## src/common/sap1_isa_pkg.sv

```systemverilog
package sap1_isa_pkg;

    // Machine word types
    typedef logic [7:0] data_word_t;
    typedef logic [3:0] addr_t;
    typedef logic [3:0] nibble_t;

    localparam int MEM_DEPTH = 16;

    // Upper nibble of an instruction word
    typedef enum logic [3:0] {
        LDA = 4'h0,
        ADD = 4'h1,
        SUB = 4'h2,
        SNG = 4'h3,
        OUT = 4'hE,
        HLT = 4'hF
    } opcode_e;

    typedef enum logic [2:0] {T0, T1, T2, T3, T4, T5} tstate_e;

    // Control word bit positions
    localparam int CTRL_BITS      = 13;
    localparam int CTRL_PC_INC    = 12;
    localparam int CTRL_PC_EN     = 11;
    localparam int CTRL_MAR_LOAD  = 10;
    localparam int CTRL_MEM_EN    = 9;
    localparam int CTRL_IR_LOAD   = 8;
    localparam int CTRL_IR_EN     = 7;
    localparam int CTRL_A_LOAD    = 6;
    localparam int CTRL_A_EN      = 5;
    localparam int CTRL_B_LOAD    = 4;
    localparam int CTRL_ADDER_SUB = 3;
    localparam int CTRL_ACC_LOAD  = 2;
    localparam int CTRL_HLT       = 1;
    localparam int CTRL_SNG_EN    = 0;

    typedef logic [CTRL_BITS-1:0] ctrl_word_t;

endpackage

```

## src/common/sap1_board_pkg.sv

```systemverilog
package sap1_board_pkg;

    // Operation chosen from the switches
    typedef enum logic [1:0] {NONE, ADD, SUB, SONG} op_select_e;

    typedef enum logic [2:0] {
        SELECT_OP,
        ENTER_A,
        ENTER_B,
        ENTER_SONG,
        READY
    } entry_state_e;

    // A, B, acc, 4'b0 + PC, sng_en, operand, T-state, MSB first
    localparam int FRAME_BITS = 40;

    typedef logic [FRAME_BITS-1:0] frame_t;

endpackage

```

## src/console/button_debouncer.sv

```systemverilog
`timescale 1ns/1ps

module button_debouncer #(
    parameter int DEBOUNCE_CYCLES = 1_000_000
) (
    input  logic clk,
    input  logic reset,
    input  logic btn,
    output logic confirm
);

    localparam int CNT_W = $clog2(DEBOUNCE_CYCLES + 1);

    logic             btn_sync;
    logic             btn_prev;
    logic             armed;     // Cleared by a press, set again by a stable release
    logic [CNT_W-1:0] stable_cnt;
    logic             settled;

    // Counter is one short of the limit and the level did not move
    assign settled = (btn_sync == btn_prev) && (stable_cnt == CNT_W'(DEBOUNCE_CYCLES - 1));

    always_ff @(posedge clk or posedge reset) begin
        if (reset) begin
            btn_sync   <= 1'b0;
            btn_prev   <= 1'b0;
            armed      <= 1'b1;
            stable_cnt <= '0;
            confirm    <= 1'b0;
        end else begin
            btn_sync <= btn;
            btn_prev <= btn_sync;
            confirm  <= 1'b0;
            if (btn_sync != btn_prev) begin
                stable_cnt <= '0;   // Any bounce restarts the wait
            end else if (stable_cnt != CNT_W'(DEBOUNCE_CYCLES)) begin
                stable_cnt <= stable_cnt + 1'b1;
            end
            if (settled && btn_prev && armed) begin
                confirm <= 1'b1;
                armed   <= 1'b0;
            end else if (settled && !btn_prev) begin
                armed <= 1'b1;
            end
        end
    end

endmodule

```

## src/console/program_entry.sv

```systemverilog
`timescale 1ns/1ps

module program_entry (
    input  logic                    clk,
    input  logic                    reset,
    input  logic                    confirm,
    input  logic [2:0]              sw_op,
    input  sap1_isa_pkg::data_word_t sw_value,
    input  sap1_isa_pkg::addr_t     mem_addr,
    output logic                    program_ready,
    output sap1_isa_pkg::data_word_t mem_data
);

    sap1_board_pkg::entry_state_e state;
    sap1_board_pkg::op_select_e   op;
    sap1_isa_pkg::data_word_t     value_a;
    sap1_isa_pkg::data_word_t     mem   [sap1_isa_pkg::MEM_DEPTH];
    sap1_isa_pkg::data_word_t     image [sap1_isa_pkg::MEM_DEPTH];
    logic                         load_program;

    // Last operand confirmed, program image goes in on the same edge
    assign load_program = confirm && (state == sap1_board_pkg::ENTER_B ||
                                      state == sap1_board_pkg::ENTER_SONG);

    always_ff @(posedge clk or posedge reset) begin
        if (reset) begin
            state         <= sap1_board_pkg::SELECT_OP;
            op            <= sap1_board_pkg::NONE;
            program_ready <= 1'b0;
        end else if (confirm) begin
            case (state)
                sap1_board_pkg::SELECT_OP: begin
                    if (sw_op[2]) begin
                        op    <= sap1_board_pkg::ADD;
                        state <= sap1_board_pkg::ENTER_A;
                    end else if (sw_op[1]) begin
                        op    <= sap1_board_pkg::SUB;
                        state <= sap1_board_pkg::ENTER_A;
                    end else if (sw_op[0]) begin
                        op    <= sap1_board_pkg::SONG;
                        state <= sap1_board_pkg::ENTER_SONG;
                    end
                end
                sap1_board_pkg::ENTER_A:    state <= sap1_board_pkg::ENTER_B;
                sap1_board_pkg::ENTER_B,
                sap1_board_pkg::ENTER_SONG: begin
                    state         <= sap1_board_pkg::READY;
                    program_ready <= 1'b1;
                end
                default: ;   // READY holds until reset
            endcase
        end
    end

    always_ff @(posedge clk) begin
        if (confirm && state == sap1_board_pkg::ENTER_A) begin
            value_a <= sw_value;
        end
    end

    // Fixed program for the selected operation
    always_comb begin
        for (int i = 0; i < sap1_isa_pkg::MEM_DEPTH; i++) begin
            image[i] = '0;
        end
        if (op == sap1_board_pkg::SONG) begin
            image[0] = {sap1_isa_pkg::SNG, sw_value[3:0]};
            image[1] = {sap1_isa_pkg::HLT, 4'h0};
        end else begin
            image[0]  = {sap1_isa_pkg::LDA, 4'd15};
            image[1]  = (op == sap1_board_pkg::SUB) ? {sap1_isa_pkg::SUB, 4'd14}
                                                    : {sap1_isa_pkg::ADD, 4'd14};
            image[2]  = {sap1_isa_pkg::OUT, 4'h0};
            image[3]  = {sap1_isa_pkg::SNG, 4'h0}; // Beep when done
            image[4]  = {sap1_isa_pkg::HLT, 4'h0};
            image[14] = sw_value;                  // B
            image[15] = value_a;
        end
    end

    always_ff @(posedge clk) begin
        if (load_program) begin
            for (int i = 0; i < sap1_isa_pkg::MEM_DEPTH; i++) begin
                mem[i] <= image[i];
            end
        end
    end

    assign mem_data = mem[mem_addr];

endmodule

```

## src/cpu/sap1_sequencer.sv

```systemverilog
`timescale 1ns/1ps

module sap1_sequencer #(
    parameter int STEP_DIV = 100_000_000
) (
    input  logic                   clk,
    input  logic                   reset,
    input  logic                   program_ready,
    input  sap1_isa_pkg::opcode_e  opcode,
    output logic                   step,
    output sap1_isa_pkg::tstate_e  tstate,
    output sap1_isa_pkg::ctrl_word_t ctrl,
    output logic                   halted
);

    localparam int DIV_W = (STEP_DIV > 1) ? $clog2(STEP_DIV) : 1;

    logic [DIV_W-1:0] div_cnt;
    logic             running;

    assign running = program_ready && !halted;

    always_ff @(posedge clk or posedge reset) begin
        if (reset) begin
            div_cnt <= '0;
            step    <= 1'b0;
        end else begin
            step <= 1'b0;
            if (running) begin
                if (div_cnt == DIV_W'(STEP_DIV - 1)) begin
                    div_cnt <= '0;
                    step    <= 1'b1;
                end else begin
                    div_cnt <= div_cnt + 1'b1;
                end
            end
        end
    end

    always_ff @(posedge clk or posedge reset) begin
        if (reset) begin
            tstate <= sap1_isa_pkg::T0;
            halted <= 1'b0;
        end else if (step) begin
            if (ctrl[sap1_isa_pkg::CTRL_HLT]) begin
                halted <= 1'b1;   // T-state freezes at T3
            end else if (tstate == sap1_isa_pkg::T5) begin
                tstate <= sap1_isa_pkg::T0;
            end else begin
                tstate <= sap1_isa_pkg::tstate_e'(tstate + 3'd1);
            end
        end
    end

    always_comb begin
        ctrl = '0;
        case (tstate)
            sap1_isa_pkg::T0: begin
                ctrl[sap1_isa_pkg::CTRL_PC_EN]    = 1'b1;
                ctrl[sap1_isa_pkg::CTRL_MAR_LOAD] = 1'b1;
            end
            sap1_isa_pkg::T1: ctrl[sap1_isa_pkg::CTRL_PC_INC] = 1'b1;
            sap1_isa_pkg::T2: begin
                ctrl[sap1_isa_pkg::CTRL_MEM_EN]  = 1'b1;
                ctrl[sap1_isa_pkg::CTRL_IR_LOAD] = 1'b1;
            end
            sap1_isa_pkg::T3: begin
                case (opcode)
                    sap1_isa_pkg::LDA, sap1_isa_pkg::ADD, sap1_isa_pkg::SUB: begin
                        ctrl[sap1_isa_pkg::CTRL_IR_EN]    = 1'b1; // Operand address to MAR
                        ctrl[sap1_isa_pkg::CTRL_MAR_LOAD] = 1'b1;
                    end
                    sap1_isa_pkg::OUT: ctrl[sap1_isa_pkg::CTRL_A_EN]   = 1'b1;
                    sap1_isa_pkg::SNG: ctrl[sap1_isa_pkg::CTRL_SNG_EN] = 1'b1;
                    sap1_isa_pkg::HLT: ctrl[sap1_isa_pkg::CTRL_HLT]    = 1'b1;
                    default: ;
                endcase
            end
            sap1_isa_pkg::T4: begin
                if (opcode == sap1_isa_pkg::LDA) begin
                    ctrl[sap1_isa_pkg::CTRL_MEM_EN] = 1'b1;
                    ctrl[sap1_isa_pkg::CTRL_A_LOAD] = 1'b1;
                end else if (opcode == sap1_isa_pkg::ADD || opcode == sap1_isa_pkg::SUB) begin
                    ctrl[sap1_isa_pkg::CTRL_MEM_EN] = 1'b1;
                    ctrl[sap1_isa_pkg::CTRL_B_LOAD] = 1'b1;
                end
            end
            sap1_isa_pkg::T5: begin
                if (opcode == sap1_isa_pkg::ADD || opcode == sap1_isa_pkg::SUB) begin
                    ctrl[sap1_isa_pkg::CTRL_ACC_LOAD]  = 1'b1;
                    ctrl[sap1_isa_pkg::CTRL_ADDER_SUB] = (opcode == sap1_isa_pkg::SUB);
                end
            end
            default: ;
        endcase
    end

endmodule

```

## src/cpu/sap1_datapath.sv

```systemverilog
`timescale 1ns/1ps

module sap1_datapath (
    input  logic                     clk,
    input  logic                     reset,
    input  logic                     step,
    input  sap1_isa_pkg::ctrl_word_t ctrl,
    output sap1_isa_pkg::addr_t      mem_addr,
    output sap1_isa_pkg::opcode_e    opcode,
    output sap1_isa_pkg::nibble_t    operand,
    output sap1_isa_pkg::data_word_t reg_a,
    output sap1_isa_pkg::data_word_t reg_b,
    output sap1_isa_pkg::data_word_t acc,
    output sap1_isa_pkg::addr_t      pc,
    output sap1_isa_pkg::data_word_t result,
    output logic                     tone_start,
    output sap1_isa_pkg::nibble_t    tone_number,
    input  sap1_isa_pkg::data_word_t mem_data
);

    sap1_isa_pkg::data_word_t ir;
    sap1_isa_pkg::data_word_t bus;
    sap1_isa_pkg::data_word_t alu_out;

    assign opcode  = sap1_isa_pkg::opcode_e'(ir[7:4]);
    assign operand = ir[3:0];
    assign alu_out = ctrl[sap1_isa_pkg::CTRL_ADDER_SUB] ? reg_a - reg_b : reg_a + reg_b;

    // One source at a time, accumulator when nothing else drives
    always_comb begin
        if (ctrl[sap1_isa_pkg::CTRL_PC_EN]) begin
            bus = {4'b0, pc};
        end else if (ctrl[sap1_isa_pkg::CTRL_MEM_EN]) begin
            bus = mem_data;
        end else if (ctrl[sap1_isa_pkg::CTRL_IR_EN]) begin
            bus = {4'b0, operand};
        end else if (ctrl[sap1_isa_pkg::CTRL_A_EN]) begin
            bus = reg_a;
        end else begin
            bus = acc;
        end
    end

    always_ff @(posedge clk or posedge reset) begin
        if (reset) begin
            pc          <= '0;
            mem_addr    <= '0;
            ir          <= '0;
            reg_a       <= '0;
            reg_b       <= '0;
            acc         <= '0;
            result      <= '0;
            tone_start  <= 1'b0;
            tone_number <= '0;
        end else begin
            tone_start <= step && ctrl[sap1_isa_pkg::CTRL_SNG_EN];
            if (step) begin
                if (ctrl[sap1_isa_pkg::CTRL_PC_INC])   pc       <= pc + 1'b1;
                if (ctrl[sap1_isa_pkg::CTRL_MAR_LOAD]) mem_addr <= bus[3:0];
                if (ctrl[sap1_isa_pkg::CTRL_IR_LOAD])  ir       <= bus;
                if (ctrl[sap1_isa_pkg::CTRL_A_LOAD])   reg_a    <= bus;
                if (ctrl[sap1_isa_pkg::CTRL_B_LOAD])   reg_b    <= bus;
                if (ctrl[sap1_isa_pkg::CTRL_ACC_LOAD]) acc      <= alu_out; // Wraps mod 256
                // OUT shows the last ALU result held in the accumulator
                if (ctrl[sap1_isa_pkg::CTRL_A_EN])     result   <= acc;
                if (ctrl[sap1_isa_pkg::CTRL_SNG_EN])   tone_number <= operand;
            end
        end
    end

endmodule

```

## src/rtl/spi_telemetry.sv

```systemverilog
`timescale 1ns/1ps

module spi_telemetry #(
    parameter int SPI_DIV = 200
) (
    input  logic                     clk,
    input  logic                     reset,
    input  logic                     step,
    input  logic                     halted,
    input  sap1_isa_pkg::tstate_e    tstate,
    input  logic                     sng_en,
    input  sap1_isa_pkg::data_word_t reg_a,
    input  sap1_isa_pkg::data_word_t reg_b,
    input  sap1_isa_pkg::data_word_t acc,
    input  sap1_isa_pkg::addr_t      pc,
    input  sap1_isa_pkg::nibble_t    operand,
    output logic                     sclk,
    output logic                     mosi,
    output logic                     cs_n
);

    localparam int HALF_W  = (SPI_DIV > 1) ? $clog2(SPI_DIV) : 1;
    localparam int EDGES   = 2 * sap1_board_pkg::FRAME_BITS;
    localparam int EDGE_W  = $clog2(EDGES + 1);

    sap1_board_pkg::frame_t frame;
    sap1_board_pkg::frame_t shreg;   // Current bit at the MSB
    logic                   busy;
    logic [HALF_W-1:0]      half_cnt;
    logic [EDGE_W-1:0]      edge_cnt;

    assign frame = {reg_a, reg_b, acc, 4'b0, pc, sng_en, operand, tstate};

    always_ff @(posedge clk or posedge reset) begin
        if (reset) begin
            busy     <= 1'b0;
            half_cnt <= '0;
            edge_cnt <= '0;
            sclk     <= 1'b0;
            mosi     <= 1'b0;
            cs_n     <= 1'b1;
        end else if (!busy) begin
            if (step && !halted) begin   // Steps seen while busy are dropped
                busy     <= 1'b1;
                cs_n     <= 1'b0;
                mosi     <= frame[sap1_board_pkg::FRAME_BITS-1];
                half_cnt <= '0;
                edge_cnt <= '0;
            end
        end else if (half_cnt != HALF_W'(SPI_DIV - 1)) begin
            half_cnt <= half_cnt + 1'b1;
        end else begin
            half_cnt <= '0;
            if (edge_cnt == EDGE_W'(EDGES)) begin
                busy <= 1'b0;   // Half period after the last falling edge
                cs_n <= 1'b1;
                mosi <= 1'b0;
            end else begin
                sclk     <= ~sclk;
                edge_cnt <= edge_cnt + 1'b1;
                if (sclk) begin
                    mosi <= shreg[sap1_board_pkg::FRAME_BITS-2]; // Falling edge, next bit
                end
            end
        end
    end

    always_ff @(posedge clk) begin
        if (!busy) begin
            shreg <= frame;
        end else if (half_cnt == HALF_W'(SPI_DIV - 1) && sclk) begin
            shreg <= {shreg[sap1_board_pkg::FRAME_BITS-2:0], 1'b0};
        end
    end

endmodule

```

## src/rtl/sap1_system.sv

```systemverilog
`timescale 1ns/1ps

module sap1_system #(
    parameter int DEBOUNCE_CYCLES = 1_000_000,
    parameter int STEP_DIV        = 100_000_000,
    parameter int SPI_DIV         = 200
) (
    input  logic                     clk,
    input  logic                     reset,
    input  logic                     confirm_btn,
    input  logic [2:0]               sw_op,       // Add, sub, song
    input  sap1_isa_pkg::data_word_t sw_value,
    output sap1_isa_pkg::data_word_t result,
    output logic                     halted,
    output logic                     tone_start,
    output sap1_isa_pkg::nibble_t    tone_number,
    output logic                     sclk,
    output logic                     mosi,
    output logic                     cs_n
);

    logic                     confirm;
    logic                     program_ready;
    logic                     step;
    sap1_isa_pkg::addr_t      mem_addr;
    sap1_isa_pkg::data_word_t mem_data;
    sap1_isa_pkg::opcode_e    opcode;
    sap1_isa_pkg::tstate_e    tstate;
    sap1_isa_pkg::ctrl_word_t ctrl;
    sap1_isa_pkg::nibble_t    operand;
    sap1_isa_pkg::data_word_t reg_a;
    sap1_isa_pkg::data_word_t reg_b;
    sap1_isa_pkg::data_word_t acc;
    sap1_isa_pkg::addr_t      pc;

    button_debouncer #(.DEBOUNCE_CYCLES(DEBOUNCE_CYCLES)) button_debouncer_i (
        .clk(clk), .reset(reset), .btn(confirm_btn), .confirm(confirm)
    );

    program_entry program_entry_i (
        .clk(clk), .reset(reset), .confirm(confirm), .sw_op(sw_op), .sw_value(sw_value),
        .mem_addr(mem_addr), .program_ready(program_ready), .mem_data(mem_data)
    );

    sap1_sequencer #(.STEP_DIV(STEP_DIV)) sap1_sequencer_i (
        .clk(clk), .reset(reset), .program_ready(program_ready), .opcode(opcode),
        .step(step), .tstate(tstate), .ctrl(ctrl), .halted(halted)
    );

    sap1_datapath sap1_datapath_i (
        .clk(clk), .reset(reset), .step(step), .ctrl(ctrl), .mem_addr(mem_addr),
        .opcode(opcode), .operand(operand), .reg_a(reg_a), .reg_b(reg_b), .acc(acc),
        .pc(pc), .result(result), .tone_start(tone_start), .tone_number(tone_number),
        .mem_data(mem_data)
    );

    spi_telemetry #(.SPI_DIV(SPI_DIV)) spi_telemetry_i (
        .clk(clk), .reset(reset), .step(step), .halted(halted), .tstate(tstate),
        .sng_en(ctrl[sap1_isa_pkg::CTRL_SNG_EN]), .reg_a(reg_a), .reg_b(reg_b),
        .acc(acc), .pc(pc), .operand(operand), .sclk(sclk), .mosi(mosi), .cs_n(cs_n)
    );

endmodule

```

## config.mk

```make
export PLATFORM = sky130hd
export DESIGN_NAME = sap1_system
export DESIGN_NICKNAME = d
export VERILOG_FILES = /design/src/common/sap1_isa_pkg.sv /design/src/common/sap1_board_pkg.sv /design/src/console/button_debouncer.sv /design/src/console/program_entry.sv /design/src/cpu/sap1_sequencer.sv /design/src/cpu/sap1_datapath.sv /design/src/rtl/spi_telemetry.sv /design/src/rtl/sap1_system.sv
export SDC_FILE = /design/constraint.sdc
export NUM_CORES = 1
export LEC_CHECK = 0
export BUFFER_PORTS_ARGS = -buffer_cell sky130_fd_sc_hd__buf_2
export CAP_MARGIN = 30
export CORE_MARGIN = 4
export CORE_UTILIZATION = 25
export DETAILED_ROUTE_END_ITERATION = 16
export GPL_TIMING_DRIVEN = 0
export MAX_ROUTING_LAYER = met4
export SLEW_MARGIN = 20
export SYNTH_ARGS = -nofsm -noshare
export SYNTH_HDL_FRONTEND = slang
export SYNTH_SLANG_ARGS = --single-unit
```

## constraint.sdc

```tcl
create_clock -name clk -period 4.7 [get_ports clk]
set_input_delay 0.94 -clock clk [delete_from_list [all_inputs] [get_ports clk]]
set_output_delay 0.94 -clock clk [all_outputs]
set_load 0.005 [all_outputs]
```

======== Word-level counts from Yosys, hierarchy flattened ========
Memory sizes are Yosys's and may differ from the RTL's.
Index checks and enable logic that the tools add are counted.
word-level totals
  memory bits (writable) .................. 128
  output and inout port bits .............. 17
  register bits after elaboration ......... 181
  logic and storage cells ................. 182
  memories ................................ 1
operators by class
  eq/ne operators ......................... 29
  add/sub/neg operators ................... 8
  bitwise logic cells ..................... 4
  multiplexer cells ....................... 69
  reductions and logical operators ........ 41
memory list
  name                 words  bits a word  rd ports  clocked after Yosys merged registers in  write ports  RTL line             text
  program_entry_i.mem  16     8            1         0                                        16           program_entry.sv:17  sap1_isa_pkg::data_word_t mem [sap1_isa_pkg::MEM_DEPTH];
operator list
  operator                                              count
  2-to-1 mux 39 bit                                     2
  2-to-1 mux 8 bit                                      8
  2-to-1 mux 20 bit                                     2
  2-to-1 mux 1 bit                                      35
  2-to-1 mux 7 bit                                      4
  adder 27 x 1 -> 27 bit (second input constant)        1
  equality test 27 bit (second input constant)          1
  2-to-1 mux 27 bit                                     1
  2-to-1 mux 24 bit                                     1
  AND reduction 2 bit                                   11
  adder 20 x 1 -> 20 bit (second input constant)        1
  equality test 20 bit (second input constant)          1
  != test 20 bit (second input constant)                1
  AND reduction 3 bit                                   6
  2-to-1 mux 16 bit                                     1
  2-to-1 mux 14 bit                                     1
  equality test 3 x 2 -> 1 bit (second input constant)  4
  2-to-1 mux 2 bit                                      6
  2-to-1 mux 3 bit                                      4
  logical AND 1 bit                                     10
  one-hot mux 3 bit (3 select lines)                    1
  adder 8 x 1 -> 8 bit (second input constant)          1
  adder 8 bit                                           1
  equality test 4 x 2 -> 1 bit (second input constant)  2
  other kinds (28)                                      45

======== Longest topological paths before layout ========
Gate-level depths: netlist of the first run.
  word-level depth ........................ 7
  mapped depth ............................ 11
  mapped depth without buffers ............ 11

======== By module ========
Synthesis of the first run repeated with hierarchy kept, for this count alone.
unflattened totals
  cells, all modules ...................... 866
  area, all modules ....................... 10063.4 um^2
by module, submodules not included
  module            cells an instance  instances  area each (um^2)
  sap1_datapath     237                1          2667.6
  spi_telemetry     197                1          2612.5
  sap1_sequencer    185                1          1825.5
  program_entry     125                1          1705.4
  button_debouncer  122                1          1252.5

======== Worst setup path after synthesis of the first run ========
OpenSTA, ideal clock, no wires.
  path kind ............................... reg-to-reg
  start ................................... reg sap1_sequencer_i.tstate[0]
  end ..................................... reg sap1_datapath_i.acc[5]
  stages on the path, launching flop included .. 12
  clock period less this slack ............ 2.778 ns
  setup slack ............................. 1.922 ns
  data required time ...................... 4.605 ns
  arrival time ............................ 2.683 ns
  path through ............................ dfrtp_1 > clkbuf_1 > nand3b_1 > nor4_4 > mux2_2 > inv_1 > ha_1 > nor2b_1 > o31a_1 > o21a_1 > o21a_1 > o31ai_1
on the way
  cells in the longest elaborated chain, start to end .. 3
ends and longest elaborated chain
  element                                                         RTL line              text
  from (decl)                                                     sap1_sequencer.sv:11  output sap1_isa_pkg::tstate_e tstate,
  from (signal assigned)                                          sap1_sequencer.sv:42  tstate <= sap1_isa_pkg::T0;
  from (signal assigned)                                          sap1_sequencer.sv:48  tstate <= sap1_isa_pkg::T0;
  from (signal assigned)                                          sap1_sequencer.sv:50  tstate <= sap1_isa_pkg::tstate_e'(tstate + 3'd1);
  equality test 3 bit *                                           sap1_sequencer.sv:57  case (tstate)
  2-to-1 mux 2 bit *                                              sap1_sequencer.sv:57
  2-to-1 mux 8 bit / AND reduction 2 bit (equally long branches)  n/a
  to (signal assigned)                                            sap1_datapath.sv:63   if (ctrl[sap1_isa_pkg::CTRL_ACC_LOAD]) acc <= alu_out;
  to (decl)                                                       sap1_datapath.sv:13   output sap1_isa_pkg::data_word_t acc,
Every way passes the cells marked *; elsewhere a longest branch is shown, timed or not.
A chain may end at the register's enable or synchronous reset.

======== Final worst setup path of the first run ========
Same ends and word-level chain as after synthesis.

==> results.toml, run 1 <==
[run_status]
status = "finished clean"

[logic_synthesis]
fraction_of_registers_with_async_set_reset_pct = 65.4
synth_top_area_share_pct = 33.7
netlist_instances = 875
synth_enable_flop_cells = 67
synth-main-ff-cell = "sky130_fd_sc_hd__dfrtp_1"
postSynthRegisterBits = 205
synth_area_per_cell_um2 = 11.2
synth.cell_area_um2 = 9800
synthDistinctLibCells = 70
ys.warnings.count = 0
synth-seq-area-share_pct = 55.6
postSynthNetCount = 906
synth_top_cells_by_area = "sky130_fd_sc_hd__dfrtp_1 34%, sky130_fd_sc_hd__edfxtp_1 21%, sky130_fd_sc_hd__mux2_2 4.0%"
synth_largest_area_cell = "sky130_fd_sc_hd__dfrtp_1"

[clock_network]
cts_tree = "built"
clock_latency_ns = 0.50
ctsHtreeMaxLevel = 1
cts.sink_count = 205
numCtsBuffers = 24
cts.reportedPaths.clkPinSlew_ns = 0.06
cts_buffer_depth = 3
cts.hold.buffers_added = 0
cts_resized = 0
clock-root-buffer = "sky130_fd_sc_hd__clkbuf_16"
post_cts_setup_buffers = 0

[setup_path]
reg2reg_from = "sap1_sequencer_i.tstate[0]"
cp_cell_sequence = "clkbuf_1 > nand3b_1 > nor4_4 > mux2_2 > inv_1 > ha_1 > nor2b_1 > o31a_1 > o21a_1 > o21a_1 > o31ai_1"
critPathRequiredTime_ns = 5.11
start_kind = "flip-flop"
timing.critical_path.fanout_max = 10
worstSetupEndpointType = "flip-flop"
timing.critical_path.slowest_stage_cell = "sky130_fd_sc_hd__nor4_4"
crit_top_cell = "sky130_fd_sc_hd__o21a_1"
worst_setup_path_startpoint = "sap1_sequencer_i.tstate[0]"
worst-endpoint-arrival_ns = 3.59
worstSetupPathType = "reg2reg"
slowest_delay_ns = 0.47

[floorplanning]
top_level_ports = 31
core.rowCount = 72
design.core.area_um2 = 38700
full_die_area_um2 = 42400
initial_utilization_pct = 25.3
fp.dieW_um = 206
die-height_um = 206

[power]
max-vdd-ir-drop_uv = 250
powerDensity_nw_per_um2 = 320
leakagePower_nw = 4.70

[cells_and_area]
final_layout_size_suffix_gt1_share_pct = 14.6
most-common-layout-cells = "132 x sky130_fd_sc_hd__dfrtp_1, 93 x sky130_fd_sc_hd__nand2_1, 67 x sky130_fd_sc_hd__nor2_1, 67 x sky130_fd_sc_hd__edfxtp_1, 43 x sky130_fd_sc_hd__clkbuf_1"
num_antenna_cells = 0
final_layout_net_count = 964
area.growth.synth_to_final_pct = 16.2
commonest_non_fill_non_tap_cell_in_the_layout = "sky130_fd_sc_hd__dfrtp_1"
postLayoutCellArea_um2 = 11400

[drt]
viasPerCell = 4.56
final_routed_wirelength_across_all_metal_layers_um = 21500
wl_per_cell_um = 14.6
final_antenna_net_count = 0
vias = 6699
route.detailed.drc = 0
first_iter_violations = 453
drt-pass1-iter-count = 5

[sta]
finalSetupViolations = 0
final_period_minus_worst_setup_slack_ns = 3.18
rsz0062_at_grt = "false"
tightestPinTransition_ns = 0.972
report.final.slew_viol_count = 0
clock-skew-final_ns = 0.0123
maxClockFrequency_mhz = 314
finalHoldViolCount = 0
finalCritPeriodShare_pct = 67.7
final.hold.worst_slack_ns = 0.398
slew_headroom_pct = 34.6

[job]
maxCapViolations = 0

[place]
dp_hpwl_um = 15300
gp_congestion = 0.830
placed_area_um2 = 10700
io_buffer_count = 30

[global_route]
grt_pass1_wl_um = 35800
maximum_number_of_pins_on_one_net_before_global_route_repair = 101
grt.overflow.total = 0
initial_antenna_violation_count = 0
groute.usage.overall_pct = 10.5
first_global_vias = 6674

[hold_path]
min_path_type = "in2async"
report_power, final:
group	switching, mW	leakage [nW]	internal, mW	total [mW]
Combinational	0.0406	1.73	0.0178	0.0584
Clock	0.705	0.364	1.03	1.74
Sequential	0.00684	2.60	1.84	1.85
cell usage after synthesis (16+ instances only):
| cell | count |
|---|---|
| sky130_fd_sc_hd__dfrtp_1 | 132 |
| sky130_fd_sc_hd__mux2i_1 | 26 |
| sky130_fd_sc_hd__ha_1 | 16 |
| sky130_fd_sc_hd__nand3_1 | 36 |
| sky130_fd_sc_hd__nand2_1 | 94 |
| sky130_fd_sc_hd__inv_1 | 23 |
| sky130_fd_sc_hd__o2bb2ai_1 | 26 |
| sky130_fd_sc_hd__a21oi_1 | 17 |
| sky130_fd_sc_hd__o21ai_0 | 38 |
| sky130_fd_sc_hd__xor2_1 | 31 |
| sky130_fd_sc_hd__xnor2_1 | 27 |
| sky130_fd_sc_hd__nor2_1 | 68 |
| sky130_fd_sc_hd__mux2_2 | 35 |
| sky130_fd_sc_hd__and2_1 | 21 |
| sky130_fd_sc_hd__clkbuf_1 | 32 |
| sky130_fd_sc_hd__edfxtp_1 | 67 |
critical path, delay by kind of cell (launching register included):
| kind | cells | cell delay [ns] |
|---|---|---|
| adder cells (fa/ha/maj) | 1 | 0.21 |
| buffers and inverters | 2 | 0.39 |
| flip-flops | 1 | 0.32 |
| multiplexers | 1 | 0.43 |
| AO/OA/AOI/OAI | 4 | 0.88 |
| AND/OR/NAND/NOR | 3 | 0.86 |
through the flow:
step	total power, mW	std cells	setup slack, ns	utilization, %	TNS, ns
2_1_floorplan	1.92	875	0.181	-	0
3_5_place_dp	1.94	1425	1.54	27.5	0
4_1_cts	3.70	1469	1.51	29.4	0
3_3_place_gp	1.94	1423	-1.50	27.4	-194.87
5_1_grt	3.79	1469	1.25	29.4	0
6_report	3.64	1469	1.52	29.4	0
cell families (layout without fill, tap and decap cells):
| group | count (synthesis) | count (layout) | share of synthesized area [%] |
|---|---|---|---|
| xor gates and xnor gates | 58 | 58 | 5.18 |
| and+or+nand+nor | 336 | 336 | 18.3 |
| muxes | 61 | 61 | 6.68 |
| buffers and inverters | 61 | 137 | 2.46 |
| AOI/OAI and AO/OA | 137 | 137 | 9.52 |
| adders and majority gates | 17 | 17 | 2.25 |
| DFF | 205 | 205 | 55.6 |
cell type report:
| class | instances | area, µm² |
|---|---|---|
| clock inverter | 5 | 31.3 |
| clock buffer | 39 | 708 |
| multi-input combinational | 609 | 4120 |
| inverter | 24 | 97.6 |
| tap | 518 | 648 |
| fill | 4017 | 27300 |
| timing repair buffer | 32 | 193 |
| sequential | 205 | 5450 |
| buffer | 37 | 151 |
flip-flops by register name, summed over array words and instances (netlist names), 8 cells and up:
signal and count:
sap1_datapath_i.acc 8, sap1_datapath_i.reg_b 8, button_debouncer_i.stable_cnt 20, sap1_sequencer_i.div_cnt 27, program_entry_i.value_a 8, sap1_datapath_i.result 8, spi_telemetry_i.shreg 39, spi_telemetry_i.half_cnt 8
sap1_datapath_i.ir 8, program_entry_i.mem 24, sap1_datapath_i.reg_a 8
worst paths after layout:
kind | endpoint | slack [ns] | cells after the start
max | sap1_datapath_i.acc[5] | 1.52 | 11
min | program_entry_i.op[0] | 0.40 | 2
max reg2reg | sap1_datapath_i.acc[5] | 1.52 | 11
min reg2reg | button_debouncer_i.btn_prev | 0.40 | 0
max in group asynchronous | sap1_datapath_i.result[3] | 3.53 | 3
min in group clk | button_debouncer_i.btn_prev | 0.40 | 0
routing by layer:
layer / vias up / GRT usage (%) / share of wire [%]
met2: 107 / 16.0 / 45
met1: 3285 / 14.6 / 48
met4: 0 / 2.95 / 2.5
met5: - / - / 0
li1: 3268 / - / -
met3: 39 / 1.69 / 4.0
No activity file was read; power rests on OpenSTA's default activity.
==> inputs of run 2 (changes only) <==
==> constraint.sdc (replaced) <==
create_clock -name clk -period 2.82 [get_ports clk]
set_input_delay 0.564 -clock clk [delete_from_list [all_inputs] [get_ports clk]]
set_output_delay 0.564 -clock clk [all_outputs]
set_load 0.005 [all_outputs]
==> run 2 against run 1 <==
Sequential cell count unchanged. Clock skew increased by 0.0097 ns. Design area increased by 2.2%. Sequential share of layout area decreased by 1.0 points. Total power increased by 77%. Critical path depth decreased by 1. Final cell count increased by 0.54%. Critical endpoint unchanged.
==> results.toml, run 2 (same netlist as run 1, synthesis figures left out) <==
[run_status]
status = "finished clean"

[setup_path]
critPathRequiredTime_ns = 3.25
slowest_delay_ns = 0.45
crit_top_cell = "sky130_fd_sc_hd__o21a_1"
worstSetupEndpointType = "flip-flop"
timing.critical_path.slowest_stage_cell = "sky130_fd_sc_hd__dfrtp_2"
cp_cell_sequence = "nand3b_1 > nor4_4 > mux2_4 > inv_1 > ha_1 > nor2b_1 > o31a_1 > o21a_1 > o21a_1 > o31ai_1"
cp.buffers_inverters = 1
category_of_cells_accounting_for_the_largest_share_of_critical_path_delay = "compound AO/OA/AOI/OAI gates"
worstSetupPathType = "reg2reg"
worst-endpoint-arrival_ns = 3.19
timing.critical_path.fanout_max = 8
start_kind = "flip-flop"

[cells_and_area]
num_antenna_cells = 0
final_layout_size_suffix_gt1_share_pct = 17.2
postLayoutCellArea_um2 = 11600
register_name_with_the_most_flops = "spi_telemetry_i.shreg"
filler_cell_count = 3962
commonest_non_fill_non_tap_cell_in_the_layout = "sky130_fd_sc_hd__dfrtp_1"
area.growth.synth_to_final_pct = 18.8
largestRegisters = "spi_telemetry_i.shreg x39, sap1_sequencer_i.div_cnt x27, program_entry_i.mem x24"
post_layout_nonfiller_instances = 1477
most-common-layout-cells = "130 x sky130_fd_sc_hd__dfrtp_1, 93 x sky130_fd_sc_hd__nand2_1, 67 x sky130_fd_sc_hd__edfxtp_1"
final_layout_net_count = 973
final_core_util_pct = 30.1
flip_flop_count_of_the_largest_register_after_layout = 39

[power]
internal-power_mw = 5.14
leakagePower_nw = 4.81
sequentialPowerShare_pct = 47.8
max-vdd-ir-drop_uv = 371
power.switching_mw = 1.30
netSwitchingFraction_pct = 20.2
combPwrFrac_pct = 1.6
powerDensity_nw_per_um2 = 553
power.clock.fraction_pct = 50.5

[floorplanning]
core.rowCount = 72
die-height_um = 206
fp.dieW_um = 206
design.core.area_um2 = 38700
full_die_area_um2 = 42400
initial_utilization_pct = 25.3
top_level_ports = 31

[sta]
tightestPinTransition_ns = 0.834
final_period_minus_worst_setup_slack_ns = 2.76
slew_headroom_pct = 44.2
rsz0062_at_grt = "true"
finalHoldViolCount = 0
report.final.slew_viol_count = 0
clock-skew-final_ns = 0.0220
timing.final.ws_setup_ns = 0.0610
timing.setup.tns_ns = 0
maxClockFrequency_mhz = 362
finalSetupViolations = 0
finalCritPeriodShare_pct = 97.8

[drt]
route.detailed.drc = 0
vias = 6789
wl_per_cell_um = 14.5
first_iter_violations = 409
met2RoutedLength_um = 9590
wl_met1_um = 10400
top_layer = "met4"
route.met3.wl_um = 874
drt-pass1-iter-count = 5
final_routed_wirelength_across_all_metal_layers_um = 21500
final_antenna_net_count = 0
viasPerCell = 4.60

[global_route]
initial_antenna_violation_count = 0
grt_pass1_wl_um = 35500
grt.overflow.total = 0
groute.usage.overall_pct = 10.5
maximum_number_of_pins_on_one_net_before_global_route_repair = 36
first_global_vias = 6607

[clock_network]
cts.sink_count = 205
cts_buffer_depth = 3
cts_tree = "built"
ctsHtreeMaxLevel = 1
clock-root-buffer = "sky130_fd_sc_hd__clkbuf_16"
clock_latency_ns = 0.52
cts.reportedPaths.clkPinSlew_ns = 0.06
numCtsBuffers = 23

[hold_path]
min_path_type = "in2reg"

[job]
maxCapViolations = 0

[place]
placed_area_um2 = 10700
placed_cells_incl_taps = 1428
placement.setup.worst_slack_ns = -0.294
io_buffer_count = 30
dp_hpwl_um = 15300
gp_congestion = 0.827
[run 2: layer usage]
metal / track usage, % / vias up
met5: - / -
met4: 3.11 / 0
met3: 1.93 / 48
met2: 15.7 / 119
met1: 14.5 / 3333
li1: - / 3289
[run 2: what timing repair did]
item / in CTS / in global routing
hold buffers: 1 / 0
hold endpoints to repair: 6 / 0
setup buffers: 3 / 4
endpoints found under the setup margin: 4 / 24
resized for setup: 1 / 12
pin swaps: 1 / 6
[run 2: final timing paths]
path	startpoint	cells after the start	to	slack (ns)
max in group asynchronous	reset	5	spi_telemetry_i.cs_n	1.53
max reg2reg	sap1_sequencer_i.tstate[1]	10	sap1_datapath_i.acc[5]	0.06
min reg2reg	button_debouncer_i.btn_sync	0	button_debouncer_i.btn_prev	0.40
min in group asynchronous	reset	3	program_entry_i.op[0]	0.55
min	confirm_btn	1	button_debouncer_i.btn_sync	0.16
max	sap1_sequencer_i.tstate[1]	10	sap1_datapath_i.acc[5]	0.06
[run 2: layout make-up]
class	instances	area [µm²]	share of cell area [%]
repair buffers	44	309	2.65
inverters	24	93.8	0.806
plain buffers	35	144	1.24
clock buffers	29	662	5.68
multi-input cells	609	4170	35.8
flip-flops and latches	205	5450	46.8
well taps	518	648	5.56
clock inverters	13	170	1.46
[run 2: metrics by stage]
step	power, mW	hold WS (ns)
after floorplan	3.20	0.372
after global placement	3.23	0.381
after detailed placement	3.25	0.392
after CTS	6.54	0.143
after global routing	6.68	0.150
final	6.44	0.163
[run 2: power by group through the flow]
| stage | Sequential [mW] | Combinational [mW] | Clock [mW] |
|---|---|---|---|
| 2_1_floorplan | 3.14 | 0.0616 | 0 |
| 6_report | 3.08 | 0.106 | 3.26 |
| 3_3_place_gp | 3.14 | 0.0928 | 0 |
| 4_1_cts | 3.08 | 0.111 | 3.34 |
| 5_1_grt | 3.08 | 0.127 | 3.47 |
| 3_5_place_dp | 3.14 | 0.108 | 0 |
[run 2: worst register-to-register path, stage by stage, from the launching register on]
cell	delay [ns]
sky130_fd_sc_hd__dfrtp_2	0.45
sky130_fd_sc_hd__nand3b_1	0.26
sky130_fd_sc_hd__nor4_4	0.31
sky130_fd_sc_hd__mux2_4	0.36
sky130_fd_sc_hd__inv_1	0.06
sky130_fd_sc_hd__ha_1	0.21
sky130_fd_sc_hd__nor2b_1	0.14
sky130_fd_sc_hd__o31a_1	0.29
sky130_fd_sc_hd__o21a_1	0.20
sky130_fd_sc_hd__o21a_1	0.16
sky130_fd_sc_hd__o31ai_1	0.22
==> inputs of run 3 (changes only) <==
--- a/config.mk
+++ b/config.mk
@@ -8,7 +8,7 @@
 export BUFFER_PORTS_ARGS = -buffer_cell sky130_fd_sc_hd__buf_2
 export CAP_MARGIN = 30
 export CORE_MARGIN = 4
-export CORE_UTILIZATION = 25
+export CORE_UTILIZATION = 45
 export DETAILED_ROUTE_END_ITERATION = 16
 export GPL_TIMING_DRIVEN = 0
 export MAX_ROUTING_LAYER = met4
==> constraint.sdc (replaced) <==
create_clock -name clk -period 3.16 [get_ports clk]
set_input_delay 0.632 -clock clk [delete_from_list [all_inputs] [get_ports clk]]
set_output_delay 0.632 -clock clk [all_outputs]
set_load 0.005 [all_outputs]
==> run 3 against run 2 <==
Final cell count fell by 17%. Register-to-register slack improved by 0.13 ns. Fmax fell by 7.1%. Total power fell by 17%. Highest routed layer unchanged.
==> results.toml, run 3 (same netlist as run 1, synthesis figures left out) <==
[run_status]
status = "finished clean"

[setup_path]
critPathCapture = "sap1_datapath_i.acc[5]"
timing.critical_path.slowest_stage_cell = "sky130_fd_sc_hd__mux2_2"
cp_cell_sequence = "clkbuf_1 > nand3b_1 > nor4_4 > buf_4 > mux2_2 > inv_1 > ha_1 > nor2b_1 > o31a_1 > o21a_1 > o21a_1 > o31ai_1"
category_of_cells_accounting_for_the_largest_share_of_critical_path_delay = "compound AO/OA/AOI/OAI gates"
worstSetupPathType = "reg2reg"
cp.depth = 12
reg2reg_from = "sap1_sequencer_i.tstate[1]"
reg2regPathDepth = 12
worst_setup_path_startpoint = "sap1_sequencer_i.tstate[1]"
ff2ff_setup_slack_ns = 0.19
worstSetupEndpointType = "flip-flop"
start_kind = "flip-flop"
worst-endpoint-arrival_ns = 3.38
cp.buffers_inverters = 3
timing.critical_path.fanout_max = 9
crit_top_cell = "sky130_fd_sc_hd__o21a_1"
critPathRequiredTime_ns = 3.57
regToRegEndpoint = "sap1_datapath_i.acc[5]"
slowest_delay_ns = 0.37

[sta]
final_period_minus_worst_setup_slack_ns = 2.97
tightestPinTransition_ns = 0.889
maxClockFrequency_mhz = 337
finalSetupViolations = 0
report.final.slew_viol_count = 0
rsz0062_at_grt = "false"
clock-skew-final_ns = 0.0165
slew_headroom_pct = 40.2
finalHoldViolCount = 0
finalCritPeriodShare_pct = 94.0
timing.final.ws_setup_ns = 0.191

[global_route]
initial_antenna_violation_count = 0
groute.usage.overall_pct = 17.9
groute.layer.met2.usage_pct = 26.9
met1_usage_pct = 25.7
gr-max-usage-layer = "met2"
grt.overflow.total = 0
maximum_number_of_pins_on_one_net_before_global_route_repair = 31
globalRouteMet3Util_pct = 2.80
first_global_vias = 6595
grt_pass1_wl_um = 34600

[power]
leakagePower_nw = 4.72
design_power_total_mw = 5.35
powerDensity_nw_per_um2 = 480
max-vdd-ir-drop_uv = 411

[cells_and_area]
largestRegisters = "spi_telemetry_i.shreg x39, sap1_sequencer_i.div_cnt x27, program_entry_i.mem x24"
num_antenna_cells = 0
filler_cell_count = 1907
commonest_non_fill_non_tap_cell_in_the_layout = "sky130_fd_sc_hd__dfrtp_1"
final_layout_size_suffix_gt1_share_pct = 15.1
flip_flop_count_of_the_largest_register_after_layout = 39
area.growth.synth_to_final_pct = 13.7
final_core_util_pct = 52.5
register_name_with_the_most_flops = "spi_telemetry_i.shreg"
most-common-layout-cells = "132 x sky130_fd_sc_hd__dfrtp_1, 93 x sky130_fd_sc_hd__nand2_1, 67 x sky130_fd_sc_hd__nor2_1, 67 x sky130_fd_sc_hd__edfxtp_1, 38 x sky130_fd_sc_hd__o21ai_0"
post_layout_nonfiller_instances = 1228
final_layout_net_count = 967

[floorplanning]
core.rowCount = 53
full_die_area_um2 = 24200
initial_utilization_pct = 46.2
top_level_ports = 31
die-height_um = 156
fp.dieW_um = 156
design.core.area_um2 = 21200

[clock_network]
ctsHtreeMaxLevel = 1
numCtsBuffers = 23
clock_latency_ns = 0.51
cts.sink_count = 205
cts.reportedPaths.clkPinSlew_ns = 0.06
cts_tree = "built"
cts_buffer_depth = 3
cts.hold.buffers_added = 0
clock-root-buffer = "sky130_fd_sc_hd__clkbuf_16"

[place]
placed_cells_incl_taps = 1185
dp_hpwl_um = 14300
io_buffer_count = 30
gp_congestion = 0.840
placement.setup.worst_slack_ns = -0.0152

[job]
maxCapViolations = 0

[drt]
final_routed_wirelength_across_all_metal_layers_um = 20400
drt-pass1-iter-count = 5
vias = 6663
first_iter_violations = 336
route.detailed.drc = 0
wl_per_cell_um = 16.6
viasPerCell = 5.43
final_antenna_net_count = 0

[hold_path]
min_path_type = "in2async"
run 3: stage by stage:
step	instance area (µm²)	setup TNS, ns	hold WS [ns]
6_report	11100	0	0.198
5_1_grt	11100	0	0.209
4_1_cts	11100	0	0.197
3_5_place_dp	10400	-0.0152	0.387
3_3_place_gp	10300	-10.88	0.380
2_1_floorplan	9810	0	0.372
run 3: how the worst min path moves through the flow:
stage / start / to / slack, ns / cells past startpoint
final: reset / program_entry_i.op[0] / 0.20 / 2
after global routing: confirm_btn / button_debouncer_i.btn_sync / 0.21 / 1
after CTS: reset / program_entry_i.state[0] / 0.20 / 2
after detailed placement: button_debouncer_i.btn_sync / button_debouncer_i.btn_prev / 0.39 / 0
after global placement: button_debouncer_i.btn_sync / button_debouncer_i.btn_prev / 0.38 / 0
after floorplan: button_debouncer_i.btn_sync / button_debouncer_i.btn_prev / 0.37 / 0
run 3: layout make-up:
| cell class | count | area, µm² | share of cell area (%) |
|---|---|---|---|
| inverter | 24 | 93.8 | 0.842 |
| clock inverter | 9 | 43.8 | 0.393 |
| sequential | 205 | 5450 | 48.9 |
| buffer | 36 | 148 | 1.32 |
| timing repair buffer | 37 | 273 | 2.45 |
| multi-input combinational | 609 | 4130 | 37.1 |
| tap | 275 | 344 | 3.09 |
| clock buffer | 33 | 664 | 5.96 |
run 3: per-layer routing:
layer | share of wire (%) | vias to the layer above
li1 | - | 3276
met1 | 49 | 3246
met2 | 45 | 108
met3 | 3.9 | 33
met4 | 2.3 | 0
met5 | 0 | -
run 3: where the power goes:
| group | switching (mW) | total (mW) | internal, mW | leakage [nW] |
|---|---|---|---|---|
| clock network | 1.05 | 2.51 | 1.46 | 0.351 |
| registers | 0.00999 | 2.75 | 2.74 | 2.60 |
| logic | 0.0603 | 0.0931 | 0.0328 | 1.77 |
run 3: timing repair:
| action | 4_1_cts | 5_1_grt |
|---|---|---|
| pin swaps | 1 | 0 |
| setup endpoints to repair | 1 | 2 |
| buffers inserted | 2 | 0 |
| gates resized for setup | 0 | 1 |
